File: config.mk
export PLATFORM = sky130hd
export DESIGN_NAME = osChecker
export DESIGN_NICKNAME = d
export VERILOG_FILES = /design/src/source/osCheckPkg.sv /design/src/source/osFieldsIf.sv /design/src/source/osDecoder.sv /design/src/source/osMatchFsm.sv /design/src/source/osCapture.sv /design/src/source/osChecker.sv
export SDC_FILE = /design/constraint.sdc
export NUM_CORES = 1
export LEC_CHECK = 0
export ABC_AREA = 1
export BUFFER_PORTS_ARGS = -buffer_cell sky130_fd_sc_hd__buf_2
export CORE_MARGIN = 4
export CORE_UTILIZATION = 38
export CTS_BUF_LIST = sky130_fd_sc_hd__clkbuf_8 sky130_fd_sc_hd__clkbuf_16
export CTS_CLUSTER_DIAMETER = 100
export CTS_CLUSTER_SIZE = 10
export DETAILED_ROUTE_END_ITERATION = 16
export PLACE_DENSITY_LB_ADDON = 0.2
export SYNTH_ARGS = -nofsm -noshare
export SYNTH_HDL_FRONTEND = slang
export SYNTH_SLANG_ARGS = --single-unit
File: constraint.sdc
create_clock -name clk -period 3.8 [get_ports clk]
set_clock_uncertainty 0.1 [all_clocks]
set_input_delay 0.57 -clock clk [delete_from_list [all_inputs] [get_ports clk]]
set_output_delay 0.57 -clock clk [all_outputs]
set_load 0.05 [all_outputs]
File: src/source/osCheckPkg.sv
package osCheckPkg;

    // ########################################################################
    // Basic types
    // ########################################################################

    typedef logic [7:0]   symbol_t;
    typedef logic [127:0] orderedSet_t;

    // ########################################################################
    // Symbols
    // ########################################################################

    localparam symbol_t symbolPad    = 8'hF7;  // Link or lane not yet assigned.
    localparam symbol_t symbolCom    = 8'hBC;  // Gen1/2 start.
    localparam symbol_t idTs1        = 8'h4A;
    localparam symbol_t idTs2        = 8'h45;
    localparam symbol_t startGen3Ts1 = 8'h1E;
    localparam symbol_t startGen3Ts2 = 8'h2D;

    // ########################################################################
    // Field positions inside one ordered set
    // ########################################################################

    localparam int startLsb       = 0;   // Symbol 0.
    localparam int linkLsb        = 8;   // Symbol 1.
    localparam int laneLsb        = 16;  // Symbol 2.
    localparam int rateLsb        = 32;  // Symbol 4.
    localparam int upconfigureBit = 42;
    localparam int complianceBit  = 43;
    localparam int idLsb          = 80;  // Symbol 10.

    // ########################################################################
    // Enums
    // ########################################################################

    typedef enum logic [3:0]
    {
        detectQuiet                  = 4'd0,
        detectActive                 = 4'd1,
        pollingActive                = 4'd2,
        pollingConfiguration         = 4'd3,
        configurationLinkWidthStart  = 4'd4,
        configurationLinkWidthAccept = 4'd5,
        configurationLanenumWait     = 4'd6,
        configurationLanenumAccept   = 4'd7,
        configurationComplete        = 4'd8,
        configurationIdle            = 4'd9
    } ltssmSubstate_t;

    typedef enum logic [1:0]
    {
        kindOther,
        kindTs1,
        kindTs2,
        kindIdle
    } osKind_t;

    typedef enum logic [1:0]
    {
        matchIdle,
        matchHunt,
        matchRun
    } matchState_t;

endpackage

File: src/source/osFieldsIf.sv
`timescale 1ns/100ps

interface osFieldsIf;

    logic                setValid;     // High for one cycle per accepted set.
    osCheckPkg::osKind_t kind;
    osCheckPkg::symbol_t linkField;
    osCheckPkg::symbol_t laneField;
    osCheckPkg::symbol_t rateField;
    logic                upconfigure;
    logic                compliance;

    modport producer
    (
        output setValid,
        output kind,
        output linkField,
        output laneField,
        output rateField,
        output upconfigure,
        output compliance
    );

    modport consumer
    (
        input setValid,
        input kind,
        input linkField,
        input laneField,
        input rateField,
        input upconfigure,
        input compliance
    );

endinterface

File: src/source/osDecoder.sv
`timescale 1ns/100ps

module osDecoder
(
    input  logic                    clk,
    input  logic                    reset,
    input  osCheckPkg::orderedSet_t orderedSet,
    input  logic                    valid,
    osFieldsIf.producer             fields
);

    osCheckPkg::symbol_t startSymbol;
    osCheckPkg::symbol_t idSymbol;
    logic                ts1Start;
    logic                ts2Start;
    logic                allZero;
    osCheckPkg::osKind_t kindNext;

    // ########################################################################
    // Classification of the incoming set
    // ########################################################################

    assign startSymbol = orderedSet[osCheckPkg::startLsb +: 8];
    assign idSymbol    = orderedSet[osCheckPkg::idLsb +: 8];

    assign ts1Start = (startSymbol == osCheckPkg::symbolCom) ||
                      (startSymbol == osCheckPkg::startGen3Ts1);  // Gen1/2 or Gen3.
    assign ts2Start = (startSymbol == osCheckPkg::symbolCom) ||
                      (startSymbol == osCheckPkg::startGen3Ts2);
    assign allZero  = (orderedSet == '0);

    always_comb
    begin
        if (allZero)
        begin
            kindNext = osCheckPkg::kindIdle;
        end
        else if (ts1Start && (idSymbol == osCheckPkg::idTs1))
        begin
            kindNext = osCheckPkg::kindTs1;
        end
        else if (ts2Start && (idSymbol == osCheckPkg::idTs2))
        begin
            kindNext = osCheckPkg::kindTs2;
        end
        else
        begin
            kindNext = osCheckPkg::kindOther;
        end
    end

    // ########################################################################
    // Registered view of the set
    // ########################################################################

    always_ff @(posedge clk or negedge reset)
    begin
        if (!reset)
        begin
            fields.setValid <= 1'b0;
        end
        else
        begin
            fields.setValid <= valid;  // No back-pressure.
        end
    end

    always_ff @(posedge clk)
    begin
        if (valid)
        begin
            fields.kind        <= kindNext;
            fields.linkField   <= orderedSet[osCheckPkg::linkLsb +: 8];
            fields.laneField   <= orderedSet[osCheckPkg::laneLsb +: 8];
            fields.rateField   <= orderedSet[osCheckPkg::rateLsb +: 8];
            fields.upconfigure <= orderedSet[osCheckPkg::upconfigureBit];
            fields.compliance  <= orderedSet[osCheckPkg::complianceBit];
        end
    end

endmodule

File: src/source/osMatchFsm.sv
`timescale 1ns/100ps

module osMatchFsm
#(
    parameter bit isUpstream = 1'b0
)
(
    input  logic                       clk,
    input  logic                       reset,
    input  osCheckPkg::ltssmSubstate_t substate,
    input  osCheckPkg::symbol_t        linkNumber,
    input  osCheckPkg::symbol_t        laneNumber,
    osFieldsIf.consumer                fields,
    input  logic                       fieldsChanged,
    output logic                       countUp,
    output logic                       countKeep
);

    osCheckPkg::matchState_t    state;
    osCheckPkg::matchState_t    stateNext;
    osCheckPkg::ltssmSubstate_t heldSubstate;
    osCheckPkg::ltssmSubstate_t ruleSubstate;
    osCheckPkg::symbol_t        learnedLink;
    logic                       isTs1;
    logic                       isTs2;
    logic                       linkPad;
    logic                       lanePad;
    logic                       linkMatch;
    logic                       laneMatch;
    logic                       learnedOk;
    logic                       match;
    logic                       setMatch;
    logic                       substateLeft;

    // ########################################################################
    // Rule selection and field tests
    // ########################################################################

    // In idle the live substate picks the rule.
    assign ruleSubstate = (state == osCheckPkg::matchIdle) ? substate : heldSubstate;

    assign isTs1     = (fields.kind == osCheckPkg::kindTs1);
    assign isTs2     = (fields.kind == osCheckPkg::kindTs2);
    assign linkPad   = (fields.linkField == osCheckPkg::symbolPad);
    assign lanePad   = (fields.laneField == osCheckPkg::symbolPad);
    assign linkMatch = (fields.linkField == linkNumber);
    assign laneMatch = (fields.laneField == laneNumber);

    // Upstream learns any assigned link, then holds to it while running.
    assign learnedOk = (state == osCheckPkg::matchRun) ? (fields.linkField == learnedLink)
                                                       : !linkPad;

    always_comb
    begin
        match = 1'b0;
        case (ruleSubstate)
            osCheckPkg::pollingActive:
                match = (isTs2 || (isTs1 && (!fields.compliance || fields.upconfigure))) &&
                        linkPad && lanePad;
            osCheckPkg::pollingConfiguration:
                match = isTs2 && linkPad && lanePad;
            osCheckPkg::configurationLinkWidthStart:
                match = isTs1 && lanePad && (isUpstream ? learnedOk : linkMatch);
            osCheckPkg::configurationLinkWidthAccept:
                match = isUpstream && isTs1 && linkMatch && !lanePad;  // Upstream only.
            osCheckPkg::configurationLanenumWait,
            osCheckPkg::configurationLanenumAccept:
                match = (isUpstream ? isTs2 : isTs1) && linkMatch && laneMatch;
            osCheckPkg::configurationComplete:
                match = isTs2 && linkMatch && laneMatch &&
                        !((state == osCheckPkg::matchRun) && fieldsChanged);
            osCheckPkg::configurationIdle:
                match = (fields.kind == osCheckPkg::kindIdle);
            default:
                match = 1'b0;  // Detect substates are not checked.
        endcase
    end

    assign setMatch     = fields.setValid && match;
    assign substateLeft = (state != osCheckPkg::matchIdle) && (substate != heldSubstate);

    // ########################################################################
    // Matching machine
    // ########################################################################

    always_comb
    begin
        stateNext = state;
        case (state)
            osCheckPkg::matchIdle,
            osCheckPkg::matchHunt:
                if (setMatch)
                begin
                    stateNext = osCheckPkg::matchRun;
                end
            osCheckPkg::matchRun:
                if (fields.setValid && !match)
                begin
                    stateNext = osCheckPkg::matchHunt;
                end
            default:
                stateNext = osCheckPkg::matchIdle;
        endcase
        if (substateLeft)
        begin
            stateNext = osCheckPkg::matchIdle;  // New substate, start over.
        end
    end

    always_ff @(posedge clk or negedge reset)
    begin
        if (!reset)
        begin
            state        <= osCheckPkg::matchIdle;
            heldSubstate <= osCheckPkg::detectQuiet;
            learnedLink  <= '0;
        end
        else
        begin
            state <= stateNext;
            if ((state == osCheckPkg::matchIdle) && setMatch)
            begin
                heldSubstate <= substate;
            end
            if (setMatch && (state != osCheckPkg::matchRun) &&
                (ruleSubstate == osCheckPkg::configurationLinkWidthStart))
            begin
                learnedLink <= fields.linkField;
            end
        end
    end

    assign countUp   = setMatch;
    assign countKeep = (state == osCheckPkg::matchRun) || setMatch;  // Hold through the run.

endmodule

File: src/source/osCapture.sv
`timescale 1ns/100ps

module osCapture
(
    input  logic                clk,
    input  logic                reset,
    osFieldsIf.consumer         fields,
    output logic                fieldsChanged,
    output osCheckPkg::symbol_t rateId,
    output osCheckPkg::symbol_t linkNumberOut,
    output logic                upconfigureCapable
);

    logic rateDiffers;
    logic upconfigureDiffers;

    // ########################################################################
    // Change detection against the held set
    // ########################################################################

    assign rateDiffers        = (fields.rateField != rateId);
    assign upconfigureDiffers = (fields.upconfigure != upconfigureCapable);

    // Only meaningful while a new set is on the bus.
    assign fieldsChanged = fields.setValid && (rateDiffers || upconfigureDiffers);

    // ########################################################################
    // Held fields of the last set
    // ########################################################################

    always_ff @(posedge clk or negedge reset)
    begin
        if (!reset)
        begin
            rateId             <= '0;
            linkNumberOut      <= '0;
            upconfigureCapable <= 1'b0;
        end
        else if (fields.setValid)
        begin
            rateId             <= fields.rateField;
            linkNumberOut      <= fields.linkField;
            upconfigureCapable <= fields.upconfigure;
        end
    end

endmodule

File: src/source/osChecker.sv
`timescale 1ns/100ps

module osChecker
#(
    parameter bit isUpstream = 1'b0
)
(
    input  logic                       clk,
    input  logic                       reset,
    input  logic                       valid,
    input  osCheckPkg::orderedSet_t    orderedSet,
    input  osCheckPkg::ltssmSubstate_t substate,
    input  osCheckPkg::symbol_t        linkNumber,
    input  osCheckPkg::symbol_t        laneNumber,
    output logic                       countUp,
    output logic                       countKeep,
    output osCheckPkg::symbol_t        rateId,
    output osCheckPkg::symbol_t        linkNumberOut,
    output logic                       upconfigureCapable
);

    logic fieldsChanged;  // Rate or upconfigure differs from the last set.

    osFieldsIf decodedSet ();

    osDecoder i_osDecoder
    (
        .clk        (clk),
        .reset      (reset),
        .orderedSet (orderedSet),
        .valid      (valid),
        .fields     (decodedSet.producer)
    );

    osMatchFsm
    #(
        .isUpstream (isUpstream)
    )
    i_osMatchFsm
    (
        .clk           (clk),
        .reset         (reset),
        .substate      (substate),
        .linkNumber    (linkNumber),
        .laneNumber    (laneNumber),
        .fields        (decodedSet.consumer),
        .fieldsChanged (fieldsChanged),
        .countUp       (countUp),
        .countKeep     (countKeep)
    );

    osCapture i_osCapture
    (
        .clk                (clk),
        .reset              (reset),
        .fields             (decodedSet.consumer),
        .fieldsChanged      (fieldsChanged),
        .rateId             (rateId),
        .linkNumberOut      (linkNumberOut),
        .upconfigureCapable (upconfigureCapable)
    );

endmodule

### After elaboration in Yosys (flattened, before gate mapping)

Cells that the tools add are included.

| storage, ports and cells | value |
|---|---|
| register bits after elaboration | 52 |
| bits of input ports | 151 |
| output and inout bits | 19 |
| word-level logic and storage cells | 83 |

| cells by class | value |
|---|---|
| eq/ne operators | 26 |
| multiplexer cells | 8 |
| reduce and logical (&&, ||, !) cells | 36 |

Operator list:

| kind | count |
|---|---|
| $logic_not 128->1 | 1 |
| $eq 8x8->1 const B | 3 |
| $logic_and 1x1->1 | 20 |
| $eq 8x7->1 const B | 2 |
| $eq 8x8->1 | 2 |
| $eq 4x3->1 const B | 3 |
| $mux 2 | 5 |
| $eq 4x2->1 const B | 2 |
| $eq 4x4->1 const B | 2 |
| $eq 8x5->1 const B | 1 |
| $eq 8x6->1 const B | 1 |
| $ne 8x8->1 | 1 |
| $eq 2x2->1 const B | 3 |
| $logic_or 1x1->1 | 6 |
| $pmux 1 s6 | 1 |
| $reduce_or 2->1 | 3 |
| $eq 2x1->1 const B | 2 |
| $mux 4 | 1 |
| $ne 4x4->1 | 1 |
| $pmux 2 s2 | 1 |
| $logic_not 1->1 | 3 |
| $ne 3x1->1 const B | 1 |
| $ne 3x2->1 const B | 1 |
| $logic_not 2->1 | 1 |
| 3 further kinds | 3 |

### Logic depth before layout (Yosys ltp)

| depth | value |
|---|---|
| depth after elaboration | 12 |
| depth in mapped cells | 15 |
| mapped depth without buffers | 15 |

### Cells and area by module

A second synthesis with hierarchy kept.

| unflattened totals | value |
|---|---|
| cells, all modules | 496 |
| area total of the unflattened synthesis | 3290.7 um^2 |

Modules (own cells, without submodules):

| module | times used | cells each | area each (um^2) |
|---|---|---|---|
| osDecoder | 1 | 174 | 1433.9 |
| osMatchFsm | 1 | 217 | 1052.3 |
| osCapture | 1 | 105 | 804.5 |

### Least setup slack after synthesis

OpenSTA, ideal clock, no wires.

| timing path | value |
|---|---|
| path type | reg-to-output |
| start | register i_osCapture.rateId[7] |
| end | output countKeep |
| data arrival time | 1666 ps |
| data required time | 3130 ps |
| slack | 1464 ps |
| stages on the path, launching flop included | 10 |
| path buffers | 0 |
| cell sequence | dfrtp_1 > xnor2_1 > nand2_1 > nor2_1 > nand2_1 > nand2_1 > nand3_1 > nand3_2 > nand2_1 > nand2_1 |

| between the ends | value |
|---|---|
| word-level cells in the longest chain between the ends | 9 |

RTL lines:

| what | line | source |
|---|---|---|
| start: declaration | osCapture.sv:9 | `output osCheckPkg::symbol_t rateId,` |
| start signal: assignment | osCapture.sv:41 | `rateId <= fields.rateField;` |
| $ne 8x8->1 | osCapture.sv:21 | `assign rateDiffers = (fields.rateField != rateId);` |
| $logic_or 1x1->1 | osCapture.sv:25 | `assign fieldsChanged = fields.setValid && (rateDiffers \|\| upconfigureDiffers);` |
| $logic_and 1x1->1 | osCapture.sv:25 |  |
| $logic_and 1x1->1 | osMatchFsm.sv:71 | `!((state == osCheckPkg::matchRun) && fieldsChanged);` |
| $logic_not 1->1 | osMatchFsm.sv:71 |  |
| $logic_and 1x1->1 | osMatchFsm.sv:70 | `match = isTs2 && linkMatch && laneMatch &&` |
| $pmux 1 s6 | osMatchFsm.sv:56 | `case (ruleSubstate)` |
| $logic_and 1x1->1 | osMatchFsm.sv:79 | `assign setMatch = fields.setValid && match;` |
| $logic_or 1x1->1 | osMatchFsm.sv:134 | `assign countKeep = (state == osCheckPkg::matchRun) \|\| setMatch;` |
| end: declaration | osChecker.sv:16 | `output logic countKeep,` |

Every way passes these cells.

### Worst setup path after layout

| timing path | value |
|---|---|
| start | register i_osDecoder.fields.setValid |
| end | output countKeep |

| between the ends | value |
|---|---|
| word-level cells in the longest chain between the ends | 7 |

RTL lines:

| what | line | source |
|---|---|---|
| start: declaration | osFieldsIf.sv:15 | `output setValid,` |
| start signal: assignment | osDecoder.sv:64 | `fields.setValid <= valid;` |
| $logic_and 1x1->1 | osCapture.sv:25 |  |
| $logic_and 1x1->1 | osMatchFsm.sv:71 |  |
| $logic_not 1->1 | osMatchFsm.sv:71 |  |
| $logic_and 1x1->1 | osMatchFsm.sv:70 |  |
| $pmux 1 s6 | osMatchFsm.sv:56 |  |
| $logic_and 1x1->1 (*) | osMatchFsm.sv:79 |  |
| $logic_or 1x1->1 (*) | osMatchFsm.sv:134 |  |

Every way passes the cells marked *; elsewhere a longest branch is shown, timed or not.

==> metrics.txt <==
status completed; Die X roughly 95 um; WL per Instance about 13 um; RSZ-0062 raised after global routing false; critical path's slowest cell inv_1; Finished Layout Cells between 600 and 700; Pre-antenna DRT Iters 4; max-slew violation count 0; Largest stage delay, worst path ~0.38 ns; PwrDens roughly 340 nW/um^2; VDD IR max about 0.15 mV; Vias/cell approximately 4.7; Reg clk slew, reported paths roughly 0.1 ns; Placer Congestion 0.873; final wirelength approximately 8400 um; Max Cap Violations 0; worst reg-to-reg path cell count 9; post-route cell area approximately 3900 um^2; dpl ws between 1 and 1.5 ns; synth top area cells edfxtp_1 (29%), dfrtp_1 (21%), nand2_1 (17%); gr busiest metal met2; post-synth top area share roughly 29%; most frequent cell on the critical path nand2_1; NumNets Final between 600 and 700; Starting Density about two fifths; Std-Cell Core Area between 7000 and 8000 um^2; Distinct cells, synth 21; cts repair resizes 0; Crit Path Max Fanout 25; Final Cycle Share roughly 73%; crit path capture type output pin; vias in the first global route a little over 3000; Post-synth EDFFs 28; Async S/R FF share, synth a little under half; Syn Inst Count approximately 360; Post-synth top cells nand2_1 (134), inv_1 (45), nor2_1 (29), nor4_1 (29), edfxtp_1 (28); Required @ worst endpoint approximately 3.1 ns; Boundary Pins 170; DIE AREA between 9000 and 10000 um^2; largest net degree at the start of global routing 30; antenna-violating nets left 0; initial antenna violation count 0; # diodes 0; CTS buffer count 5; Final Hold Viols 0; worst-margin pin slew between 0.6 and 0.7 ns; CTS H-tree lvls 2; setup TNS 0 ns; Buffers on Ports around 170; syn nets between 500 and 600; via count 2987; fin crit period between 2 and 3 ns; met2 Track Usage GR about 37%; DRC Markers 0; Highest Clock Rate 359 MHz; met1 usage 19.6%; Clock Latency Late Sink 0.30 ns; Syn-to-layout area delta 36.2%; crit path cell chain buf_4 > inv_1 > nor2_1 > nand2_1 > nand3_1 > nand3_2 > nand2_1 > nand2_1 > buf_2; fillcell total approximately 720; crit path buf inv count 3; Root Driver clkbuf_8; Leakage ~2 nW; dpl cell area slightly below 4000 um^2; layout cells sized above 1 around a third; synth warn 0; Critical Path Stages 9; Synth area leader edfxtp_1; global-route wire length before repair approximately 13000 um; grt ovf 0; Post-Syn Area 2900 um^2; startpoint types flip-flop; DP Cell Count about 630; syn avg cell area around 8 um^2; register area share after synthesis about half; setup violators final 0; #FFs+latches synth 52; min-delay worst type input port to asynchronous set/reset pin; most common cell in the netlist nand2_1; Longest Clk Path Bufs 2; CTS tree built; gr usage total a little under a fifth; dpl hpwl 7210 um; met3 usage between 3 and 4%; Relative slew margins between 50% and 60%; ys flop type edfxtp_1; Die Y around 95 um; CP delay by family, top buffers and inverters; Hold WS 0.139 ns; initial DRC count 41; Crit Path Class flip-flop to output pin; postcts setup bufs 0; clock tree sinks 52; cts hold-fix bufs 0; Setup WS post-layout around 1 ns; num rows 31; Arr. time, crit path between 2 and 2.5 ns
## layout by cell type, fill, tap and decap left out
master	count
nand4_1	14
clkbuf_8	6
nor2_1	29
o21ai_1	5
xnor2_1	18
dfrtp_1	24
buf_2	169
inv_1	45
nand3_4	1
o41ai_1	2
o21ai_2	2
clkinv_2	1
nor3_1	8
nand3_1	9
nand2_1	134
inv_6	1
nor3b_1	1
nor2_4	1
a21oi_1	1
nor4_1	29
nand3_2	1
edfxtp_1	28
o21ai_0	5
buf_4	1
## where the power goes
part,switching (mW),internal [mW]
combinational,0.186,0.121
clock,0.186,0.149
sequential,0.0369,0.648
total,0.409,0.918
## state kept, by name, indices dropped and copies added, names as in the netlist
signal,flops
i_osMatchFsm.state,2
i_osDecoder.fields.laneField,8
i_osDecoder.fields.rateField,8
i_osDecoder.fields.kind,2
i_osCapture.upconfigureCapable,1
i_osDecoder.fields.compliance,1
i_osDecoder.fields.setValid,1
i_osDecoder.fields.linkField,8
i_osDecoder.fields.upconfigure,1
i_osMatchFsm.heldSubstate,4
i_osCapture.linkNumberOut,8
i_osCapture.rateId,8
## layout make-up
class	count	area (um^2)	share of cell area [%]
timing repair buffer	170	853	21.6
tap	99	124	3.14
sequential	52	1440	36.5
multi-input combinational	260	1260	31.9
clock buffer	6	82.6	2.09
clock inverter	2	13.8	0.349
inverter	45	169	4.28
## final timing paths
kind / startpoint / endpoint / slack (ns)
max: i_osDecoder.fields.setValid / countKeep / 1.01
min: reset / i_osCapture.rateId[3] / 0.14
max reg2reg: i_osDecoder.fields.setValid / i_osMatchFsm.state[0] / 1.96
min reg2reg: i_osCapture.linkNumberOut[6] / i_osCapture.linkNumberOut[6] / 0.37
max in group asynchronous: reset / i_osCapture.linkNumberOut[4] / 3.09
min in group clk: orderedSet[36] / i_osDecoder.fields.rateField[4] / 0.35
## kinds of logic after synthesis
family | synth area share [%]
DFF | 49.8
AOI/OAI and AO/OA | 3.11
and+or+nand+nor | 34.9
buffers and inverters | 6.74
xor gates and xnor gates | 5.44
## stage by stage
step,util (%),total power [mW]
finish,53.8,1.33
global route,53.8,1.40
CTS,53.8,1.34
detailed placement,52.5,1.01
global placement,52.5,0.999
floorplan,-,0.861
## metal layers
layer	vias to the layer above	wire length (um)
met2	101	4660
li1	1543	-
met1	1334	3070
met4	0	110
met5	-	0
met3	9	571
No activity file was read; power rests on OpenSTA's default activity.
